**config.mk**
```make
export PLATFORM = sky130hd
export DESIGN_NAME = idx_decoder_top
export DESIGN_NICKNAME = d
export VERILOG_FILES = /design/src/idx_pkg.sv /design/src/fetch_ctrl_if.sv /design/src/idx_cmd_ctrl.sv /design/src/mem_fetch.sv /design/src/rsp_fifo.sv /design/src/code_unpacker.sv /design/src/coord_expander.sv /design/src/idx_decoder_top.sv
export VERILOG_INCLUDE_DIRS = /design/src /design/src/src
export SDC_FILE = /design/constraint.sdc
export NUM_CORES = 2
export LEC_CHECK = 0
export BUFFER_PORTS_ARGS = -buffer_cell sky130_fd_sc_hd__buf_2
export CORE_ASPECT_RATIO = 1.2
export CORE_MARGIN = 10
export CORE_UTILIZATION = 61
export DETAILED_ROUTE_END_ITERATION = 12
export PLACE_DENSITY_LB_ADDON = 0.1
export SETUP_SLACK_MARGIN = 0.5
export SYNTH_ARGS = -nofsm -noshare
export SYNTH_HDL_FRONTEND = slang
export SYNTH_SLANG_ARGS = --single-unit
```
**constraint.sdc**
```tcl
create_clock -name clk -period 8.4 [get_ports clk]
set_input_delay 1.26 -clock clk [delete_from_list [all_inputs] [get_ports clk]]
set_output_delay 1.26 -clock clk [all_outputs]
set_load 0.1 [all_outputs]
```
**src/idx_params.svh**
```systemverilog
`ifndef IDX_PARAMS_SVH
`define IDX_PARAMS_SVH

// op word layout
`define IDX_OP_W        64
`define IDX_OPC_W       4
`define IDX_PE_LSB      4
`define IDX_PE_W        4
`define IDX_BCAST_BIT   8
`define IDX_REG_LSB     9
`define IDX_REG_W       4
`define IDX_ARG_LSB     16

// datapath widths
`define IDX_ADDR_W      48
`define IDX_WORD_W      64
`define IDX_COORD_W     32
`define IDX_WORD_BYTES  8

// response buffering
`define IDX_FIFO_DEPTH  16
`define IDX_FIFO_AFULL  12

`define IDX_PE_ID       0

`endif

```
**src/idx_pkg.sv**
```systemverilog
`include "idx_params.svh"

package idx_pkg;

    // low nibble of the op word
    typedef enum logic [`IDX_OPC_W-1:0] {
        OP_NOP    = 4'd0,
        OP_RST    = 4'd1,
        OP_LD     = 4'd2,
        OP_STEADY = 4'd3
    } opcode_e;

    typedef enum logic {
        IDLE,
        STEADY
    } ctrl_state_e;

    // targets of OP_LD
    typedef enum logic [`IDX_REG_W-1:0] {
        REG_FETCH_ADDR  = 4'd0,
        REG_FETCH_END   = 4'd1,
        REG_INDEX_COUNT = 4'd2
    } reg_sel_e;

    // code byte bits 1:0
    typedef enum logic [1:0] {
        CODE_NEWLINE = 2'd0,
        CODE_CONST   = 2'd1,
        CODE_FILL2   = 2'd2,
        CODE_FILL3   = 2'd3
    } code_e;

endpackage

```
**src/fetch_ctrl_if.sv**
```systemverilog
`timescale 1ns/1ns
`include "idx_params.svh"

interface fetch_ctrl_if;
    logic                   start;
    logic                   flush;
    logic [`IDX_ADDR_W-1:0] fetch_addr;
    logic [`IDX_ADDR_W-1:0] fetch_end;
    // address reached end and nothing outstanding
    logic                   fetch_done;

    modport ctrl (
        output start, flush, fetch_addr, fetch_end,
        input  fetch_done
    );

    modport fetch (
        input  start, flush, fetch_addr, fetch_end,
        output fetch_done
    );
endinterface

```
**src/idx_cmd_ctrl.sv**
```systemverilog
`timescale 1ns/1ns
`include "idx_params.svh"

module idx_cmd_ctrl #(
    parameter int PE_ID = `IDX_PE_ID
) (
    input  logic                 clk,
    input  logic                 rst,
    input  logic [`IDX_OP_W-1:0] op,
    output logic                 busy,
    input  logic                 index_pushed,
    output logic                 index_enable,
    fetch_ctrl_if.ctrl           ctl
);
    import idx_pkg::*;

    ctrl_state_e            state;
    opcode_e                opc;
    reg_sel_e               sel;
    logic                   active;
    logic [`IDX_ADDR_W-1:0] arg;
    logic [`IDX_ADDR_W-1:0] fetch_addr_q;
    logic [`IDX_ADDR_W-1:0] fetch_end_q;
    logic [`IDX_ADDR_W-1:0] index_count;

    // op field decode
    assign opc    = opcode_e'(op[`IDX_OPC_W-1:0]);
    assign sel    = reg_sel_e'(op[`IDX_REG_LSB +: `IDX_REG_W]);
    assign arg    = op[`IDX_ARG_LSB +: `IDX_ADDR_W];
    assign active = op[`IDX_BCAST_BIT] ||
                    (op[`IDX_PE_LSB +: `IDX_PE_W] == PE_ID[`IDX_PE_W-1:0]);

    assign ctl.fetch_addr = fetch_addr_q;
    assign ctl.fetch_end  = fetch_end_q;

    // hold busy through the flush cycle and while responses drain
    assign busy = (state == STEADY) || ctl.flush || !ctl.fetch_done;

    // leftover words of an earlier run may still decode while idle
    // a push already on the output consumes the last count
    assign index_enable = (state == STEADY) && (index_count != '0) &&
                          !(index_count == `IDX_ADDR_W'(1) && index_pushed);

    always_ff @(posedge clk) begin
        if (rst) begin
            state        <= IDLE;
            ctl.start    <= 1'b0;
            ctl.flush    <= 1'b0;
            fetch_addr_q <= '0;
            fetch_end_q  <= '0;
            index_count  <= '0;
        end else begin
            ctl.start <= 1'b0;
            ctl.flush <= 1'b0;
            if (index_pushed && index_count != '0) begin
                index_count <= index_count - 1'b1;
            end
            // window copy in mem_fetch is stale during the start pulse
            if (state == STEADY && !ctl.start && index_count == '0 && ctl.fetch_done) begin
                state <= IDLE;
            end
            if (active) begin
                case (opc)
                    OP_RST: begin
                        state       <= IDLE;
                        ctl.flush   <= 1'b1;
                        index_count <= '0;
                    end
                    OP_LD: begin
                        case (sel)
                            REG_FETCH_ADDR:  fetch_addr_q <= arg;
                            REG_FETCH_END:   fetch_end_q  <= arg;
                            REG_INDEX_COUNT: index_count  <= arg;
                            default: ;
                        endcase
                    end
                    OP_STEADY: begin
                        // flush clears leftovers of the previous run
                        state     <= STEADY;
                        ctl.start <= 1'b1;
                        ctl.flush <= 1'b1;
                    end
                    default: ;
                endcase
            end
        end
    end
endmodule

```
**src/mem_fetch.sv**
```systemverilog
`timescale 1ns/1ns
`include "idx_params.svh"

module mem_fetch (
    input  logic                   clk,
    input  logic                   rst,
    fetch_ctrl_if.fetch            ctl,
    output logic                   req_mem_ld,
    output logic [`IDX_ADDR_W-1:0] req_mem_addr,
    input  logic                   req_mem_stall,
    input  logic                   rsp_mem_push,
    input  logic [4:0]             fifo_count,
    input  logic                   fifo_pop
);
    logic [`IDX_ADDR_W-1:0] cur_addr;
    logic [`IDX_ADDR_W-1:0] end_addr;
    logic [4:0]             outstanding;
    logic [5:0]             used;
    logic                   stall_q;
    logic                   issue;

    // requests in flight plus words buffered, less the word leaving now
    assign used = outstanding + fifo_count - fifo_pop;

    assign issue = !ctl.start && !ctl.flush && (cur_addr != end_addr) &&
                   !stall_q && (used < `IDX_FIFO_DEPTH);

    assign ctl.fetch_done = (cur_addr == end_addr) && (outstanding == '0);

    always_ff @(posedge clk) begin
        if (rst) begin
            cur_addr    <= '0;
            end_addr    <= '0;
            outstanding <= '0;
            stall_q     <= 1'b0;
            req_mem_ld  <= 1'b0;
        end else begin
            stall_q     <= req_mem_stall;
            req_mem_ld  <= issue;
            outstanding <= outstanding + issue - rsp_mem_push;
            if (ctl.start) begin
                cur_addr <= ctl.fetch_addr;
                end_addr <= ctl.fetch_end;
            end else if (ctl.flush) begin
                // abandon the window, in-flight responses still counted
                cur_addr <= end_addr;
            end else if (issue) begin
                cur_addr <= cur_addr + `IDX_WORD_BYTES;
            end
        end
    end

    always_ff @(posedge clk) begin
        if (issue) begin
            req_mem_addr <= cur_addr;
        end
    end
endmodule

```
**src/rsp_fifo.sv**
```systemverilog
`timescale 1ns/1ns
`include "idx_params.svh"

module rsp_fifo (
    input  logic                   clk,
    input  logic                   rst,
    input  logic                   flush,
    input  logic                   push,
    input  logic [`IDX_WORD_W-1:0] d,
    input  logic                   pop,
    output logic [`IDX_WORD_W-1:0] q,
    output logic                   empty,
    output logic [4:0]             count,
    output logic                   rsp_mem_stall
);
    localparam int PTR_W = $clog2(`IDX_FIFO_DEPTH);

    logic [`IDX_WORD_W-1:0] mem [`IDX_FIFO_DEPTH];
    logic [PTR_W-1:0]       wr_ptr;
    logic [PTR_W-1:0]       rd_ptr;
    logic                   do_push;
    logic                   do_pop;

    assign empty   = (count == '0);
    assign q       = mem[rd_ptr];
    assign do_push = push && (count < `IDX_FIFO_DEPTH);
    assign do_pop  = pop && !empty;

    always_ff @(posedge clk) begin
        if (rst || flush) begin
            wr_ptr        <= '0;
            rd_ptr        <= '0;
            count         <= '0;
            rsp_mem_stall <= 1'b0;
        end else begin
            wr_ptr        <= wr_ptr + do_push;
            rd_ptr        <= rd_ptr + do_pop;
            count         <= count + do_push - do_pop;
            rsp_mem_stall <= (count >= `IDX_FIFO_AFULL);
        end
    end

    always_ff @(posedge clk) begin
        if (do_push) begin
            mem[wr_ptr] <= d;
        end
    end
endmodule

```
**src/code_unpacker.sv**
```systemverilog
`timescale 1ns/1ns
`include "idx_params.svh"

module code_unpacker (
    input  logic                   clk,
    input  logic                   rst,
    input  logic                   flush,
    input  logic                   empty,
    input  logic [`IDX_WORD_W-1:0] q,
    output logic                   pop,
    input  logic                   stall_index,
    output logic                   code_valid,
    output idx_pkg::code_e         code,
    output logic [4:0]             delta
);
    import idx_pkg::*;

    localparam int PTR_W = $clog2(`IDX_WORD_BYTES);

    logic [PTR_W-1:0] byte_ptr;
    logic [7:0]       cur_byte;
    logic             last_byte;

    // least significant byte first
    assign cur_byte  = q[{byte_ptr, 3'b000} +: 8];
    assign last_byte = (byte_ptr == PTR_W'(`IDX_WORD_BYTES - 1));

    assign code_valid = !empty && !stall_index && !flush;
    assign code       = code_e'(cur_byte[1:0]);
    // bit 7 carries nothing
    assign delta      = cur_byte[6:2];

    // word leaves the FIFO with its last code
    assign pop = code_valid && last_byte;

    always_ff @(posedge clk) begin
        if (rst || flush) begin
            byte_ptr <= '0;
        end else if (code_valid) begin
            byte_ptr <= byte_ptr + 1'b1;
        end
    end
endmodule

```
**src/coord_expander.sv**
```systemverilog
`timescale 1ns/1ns
`include "idx_params.svh"

module coord_expander (
    input  logic                    clk,
    input  logic                    rst,
    input  logic                    flush,
    input  logic                    code_valid,
    input  idx_pkg::code_e          code,
    input  logic [4:0]              delta,
    input  logic                    index_enable,
    output logic                    index_pushed,
    output logic                    push_index,
    output logic [`IDX_COORD_W-1:0] row,
    output logic [`IDX_COORD_W-1:0] col
);
    import idx_pkg::*;

    assign index_pushed = push_index;

    always_ff @(posedge clk) begin
        if (rst || flush) begin
            push_index <= 1'b0;
            row        <= '0;
            col        <= '1;
        end else begin
            push_index <= 1'b0;
            if (code_valid) begin
                case (code)
                    CODE_NEWLINE: begin
                        row <= row + 1'b1;
                        col <= '1;
                    end
                    CODE_CONST: begin
                        // col tracks position even once output is suppressed
                        col        <= col + delta + 1'b1;
                        push_index <= index_enable;
                    end
                    default: ;
                endcase
            end
        end
    end
endmodule

```
**src/idx_decoder_top.sv**
```systemverilog
`timescale 1ns/1ns
`include "idx_params.svh"

module idx_decoder_top (
    input  logic                    clk,
    input  logic                    rst,
    input  logic [`IDX_OP_W-1:0]    op,
    output logic                    busy,
    output logic                    req_mem_ld,
    output logic [`IDX_ADDR_W-1:0]  req_mem_addr,
    input  logic                    req_mem_stall,
    input  logic                    rsp_mem_push,
    input  logic [`IDX_WORD_W-1:0]  rsp_mem_q,
    output logic                    rsp_mem_stall,
    output logic                    push_index,
    output logic [`IDX_COORD_W-1:0] row,
    output logic [`IDX_COORD_W-1:0] col,
    input  logic                    stall_index
);
    import idx_pkg::*;

    logic                   index_pushed;
    logic                   index_enable;
    logic                   fifo_empty;
    logic                   fifo_pop;
    logic [`IDX_WORD_W-1:0] fifo_q;
    logic [4:0]             fifo_count;
    logic                   code_valid;
    code_e                  code;
    logic [4:0]             delta;

    fetch_ctrl_if ctl_if ();

    idx_cmd_ctrl #(
        .PE_ID(`IDX_PE_ID)
    ) idx_cmd_ctrl_inst (
        .clk          (clk),
        .rst          (rst),
        .op           (op),
        .busy         (busy),
        .index_pushed (index_pushed),
        .index_enable (index_enable),
        .ctl          (ctl_if.ctrl)
    );

    mem_fetch mem_fetch_inst (
        .clk           (clk),
        .rst           (rst),
        .ctl           (ctl_if.fetch),
        .req_mem_ld    (req_mem_ld),
        .req_mem_addr  (req_mem_addr),
        .req_mem_stall (req_mem_stall),
        .rsp_mem_push  (rsp_mem_push),
        .fifo_count    (fifo_count),
        .fifo_pop      (fifo_pop)
    );

    rsp_fifo rsp_fifo_inst (
        .clk           (clk),
        .rst           (rst),
        .flush         (ctl_if.flush),
        .push          (rsp_mem_push),
        .d             (rsp_mem_q),
        .pop           (fifo_pop),
        .q             (fifo_q),
        .empty         (fifo_empty),
        .count         (fifo_count),
        .rsp_mem_stall (rsp_mem_stall)
    );

    code_unpacker code_unpacker_inst (
        .clk         (clk),
        .rst         (rst),
        .flush       (ctl_if.flush),
        .empty       (fifo_empty),
        .q           (fifo_q),
        .pop         (fifo_pop),
        .stall_index (stall_index),
        .code_valid  (code_valid),
        .code        (code),
        .delta       (delta)
    );

    coord_expander coord_expander_inst (
        .clk          (clk),
        .rst          (rst),
        .flush        (ctl_if.flush),
        .code_valid   (code_valid),
        .code         (code),
        .delta        (delta),
        .index_enable (index_enable),
        .index_pushed (index_pushed),
        .push_index   (push_index),
        .row          (row),
        .col          (col)
    );
endmodule

```
==> impl_metrics.csv <==
group,metric,value,unit
outcome,status,"completed",
clock_tree,clk_path_buf_depth,3,
yosys,synth_cell_types,73,
yosys,syn_area,51600,um2
grt,grt_pass1_wl,200000,um
detailed_routing,drc,0,
pwr,combPwrFrac,21.3,%
floorplan,ioPinCount,249,
pwr,p_total,16.2,mW
detailed_routing,drt_iter0_drc,2751,
finish,final_util,69.2,%
sta,setup_violations,0,
worst_setup_path,cp_common_cell,"nand4_1",
worst_setup_path,cp_slowest_stage_delay,0.83,ns
clock_tree,clk_pin_slew,0.06,ns
pwr,netSwitchingFraction,32.1,%
pwr,vdd_drop_max,0.000405,V
sta,period_share,69.0,%
placement,place_congestion,0.908,
grt,grt_start_max_net_pins,79,
yosys,synthArstFlopShare,0,%
clock_tree,cts_inserted_buffers,120,
worst_setup_path,worst_setup_path_end_kind,"output port",
clock_tree,clock-root-buffer,"clkbuf_16",
floorplan,die-area,96700,um2
pwr,power.leakage,19.2,nW
yosys,ys_ff_latch,1276,
placement,place_area,54000,um2
floorplan,die_h,339,um
sta,worstMarginPinSlew,1.15,ns
finish,final_common_cell,"edfxtp_1",
floorplan,core.rowCount,116,
detailed_routing,routed_via_density,6.35,
pwr,powerDensity,279,nW/um2
grt,gr-usage-all-layers,27.4,%
worst_setup_path,cp-start-kind,"register",
grt,grt_pass1_vias,31244,
pwr,sequentialPowerShare,45.8,%
pwr,p_clk_share,32.9,%
detailed_routing,drtPass1Iterations,6,
finish,final_cell_area,57900,um2
hold_path,hold_class,"register to register",
sta,hold_violations,0,
detailed_routing,vias,30707,
sta,fin_tns_setup,0,ns
worst_setup_path,crit_path_max_fanout,8,
worst_setup_path,slowest_stage,"nor3_1",
floorplan,chipWidth,286,um
worst_setup_path,worstPathCellList,"xor2_1 -> nor4_1 -> nand4_1 -> nor3_1 -> nand4_1 -> or3_1 -> buf_2",
finish,drive_above_1_share,21.5,%
floorplan,fp.coreArea,83600,um2
grt,antenna_found_initial,19,
sta,clock_skew,0.0437,ns
pwr,p_switching,5.19,mW
sta,rsz0062_at_grt,"false",
sta,maxSlewViolCount,0,
placement,hpwlAfterDp,79700,um
clock_tree,postCtsSetupBuffers,0,
clock_tree,postCtsResizedCells,0,
clock_tree,clock_latency,0.72,ns
clock_tree,ctsHoldBuffers,0,
detailed_routing,wl_per_cell,27.4,um
finish,nets,3783,
worst_setup_path,r2r_slack,2.70,ns
grt,grt_overflow_total,0,
sta,slew_headroom,23.1,%
finish,mostFrequentLayoutCells,"944 x edfxtp_1, 342 x nand2_1, 327 x dfxtp_1, 274 x mux4_2, 236 x buf_2",
yosys,syn_avg_cell_area,15.2,um2
detailed_routing,ant_nets,0,
yosys,yosys_warnings,0,
yosys,ys_seq_area_share,67.8,%
worst_setup_path,worst_ep_required_time,7.14,ns
clock_tree,htree_levels,3,
worst_setup_path,critPathKind,"register to output port",
sta,period_minus_slack,5.79,ns
clock_tree,cts_tree,"yes",
floorplan,start_util,61.7,%
pwr,p_int,11.0,mW
yosys,synth_cells,3384,
run,maxCapViolCount,0,
detailed_routing,wl,133000,um
finish,area_delta_synth_final,12.2,%
sta,fmax,173,MHz
placement,io_buffers,237,
clock_tree,clock-sinks,1276,
yosys,synth_edf_count,944,
yosys,synth_flop_cell,"edfxtp_1",
yosys,synth_nets,3559,
worst_setup_path,cp.arrival,4.53,ns
-- per-layer routing --
layer | routed length (um) | GRT usage [%] | up-vias
li1 | - | - | 13424
met5 | 112 | 0 | -
met4 | 7940 | 14.9 | 16
met2 | 68600 | 47.5 | 1287
met1 | 47400 | 32.4 | 15649
met3 | 8700 | 4.23 | 331
-- worst max-delay path, delay by kind of cell (launching register included) --
family                    cells  cell delay (ns)
and+or+nand+nor               5             2.66
DFF                           1             0.56
buffers and inverters         1             0.32
xor gates and xnor gates      1             0.26
-- cell type report --
type	instances	area [um2]
clock buffers	160	3310
well taps	1121	1400
repair buffers	295	1650
multi-input cells	1858	15700
diodes	7	17.5
flip-flops and latches	1276	35000
clock inverters	64	579
inverters	57	215
fillers	5585	25700
-- cell families after synthesis --
logic type	after synthesis	share of synthesized area, %
buf+inv	250	2.03
simple gates	889	8.08
flops	1276	67.8
compound gates	412	4.79
fa+ha+maj	42	1.06
xor+xnor	172	2.92
mux	343	13.3
-- cell usage after synthesis, drive strengths merged, types with 9 or more instances --
| library cell | n | area share [%] |
|---|---|---|
| o211ai | 14 | 0.20 |
| nand3 | 68 | 0.66 |
| buf | 68 | 0.71 |
| clkbuf | 125 | 0.91 |
| or3 | 19 | 0.23 |
| a211oi | 24 | 0.36 |
| nor3 | 47 | 0.46 |
| a22oi | 21 | 0.31 |
| and2 | 24 | 0.29 |
| mux2i | 65 | 1.3 |
| ha | 39 | 0.95 |
| nand2b | 13 | 0.16 |
| mux4 | 274 | 12 |
| o21ai | 89 | 0.86 |
| nor4 | 41 | 0.56 |
| inv | 56 | 0.41 |
| or4 | 9 | 0.13 |
| dfxtp | 332 | 13 |
| edfxtp | 944 | 55 |
| xnor2 | 61 | 1.0 |
| and4 | 9 | 0.15 |
| nor2 | 203 | 1.5 |
| nor2b | 13 | 0.16 |
| nand2 | 343 | 2.5 |
| o22ai | 19 | 0.23 |
| nand4 | 45 | 0.55 |
| a21oi | 172 | 1.7 |
| xor2 | 111 | 1.9 |
| and3 | 29 | 0.35 |
| a221oi | 13 | 0.22 |
-- power by group through the flow --
stage | clock, mW | sequential, mW | combinational (mW)
detailed placement | 0 | 7.54 | 3.43
finish | 5.33 | 7.41 | 3.44
global route | 5.65 | 7.44 | 3.64
floorplan | 0 | 8.77 | 1.29
CTS | 5.40 | 7.41 | 3.45
global placement | 0 | 7.52 | 3.38
-- state kept, by name, indices dropped and copies added (netlist names), 3 cells and up --
name	count
mem_fetch_inst.outstanding	5
rsp_fifo_inst.count	5
coord_expander_inst.col	32
idx_cmd_ctrl_inst.ctl.fetch_end	48
rsp_fifo_inst.rd_ptr	4
mem_fetch_inst.end_addr	48
mem_fetch_inst.req_mem_addr	48
coord_expander_inst.row	32
mem_fetch_inst.cur_addr	48
rsp_fifo_inst.mem	896
rsp_fifo_inst.wr_ptr	4
code_unpacker_inst.byte_ptr	3
idx_cmd_ctrl_inst.ctl.fetch_addr	48
idx_cmd_ctrl_inst.index_count	48
-- final timing paths --
path | start | to | cells past startpoint
worst max register to register | rsp_fifo_inst.rd_ptr[0] | coord_expander_inst.col[31] | 13
worst min register to register | idx_cmd_ctrl_inst.ctl.fetch_end[15] | idx_cmd_ctrl_inst.ctl.fetch_end[15] | 2
worst max-delay path | mem_fetch_inst.cur_addr[5] | busy | 7
worst min-delay path | idx_cmd_ctrl_inst.ctl.fetch_end[15] | idx_cmd_ctrl_inst.ctl.fetch_end[15] | 2
-- through the flow --
step	hold WS, ns	worst slack, ns	cells
3_3_place_gp	0.442	2.72	4607
2_1_floorplan	0.406	1.99	3384
6_report	0.454	2.61	4838
3_5_place_dp	0.447	2.66	4607
5_1_grt	0.471	2.30	4835
4_1_cts	0.456	2.53	4831
Power figures use the tool's default switching activity.
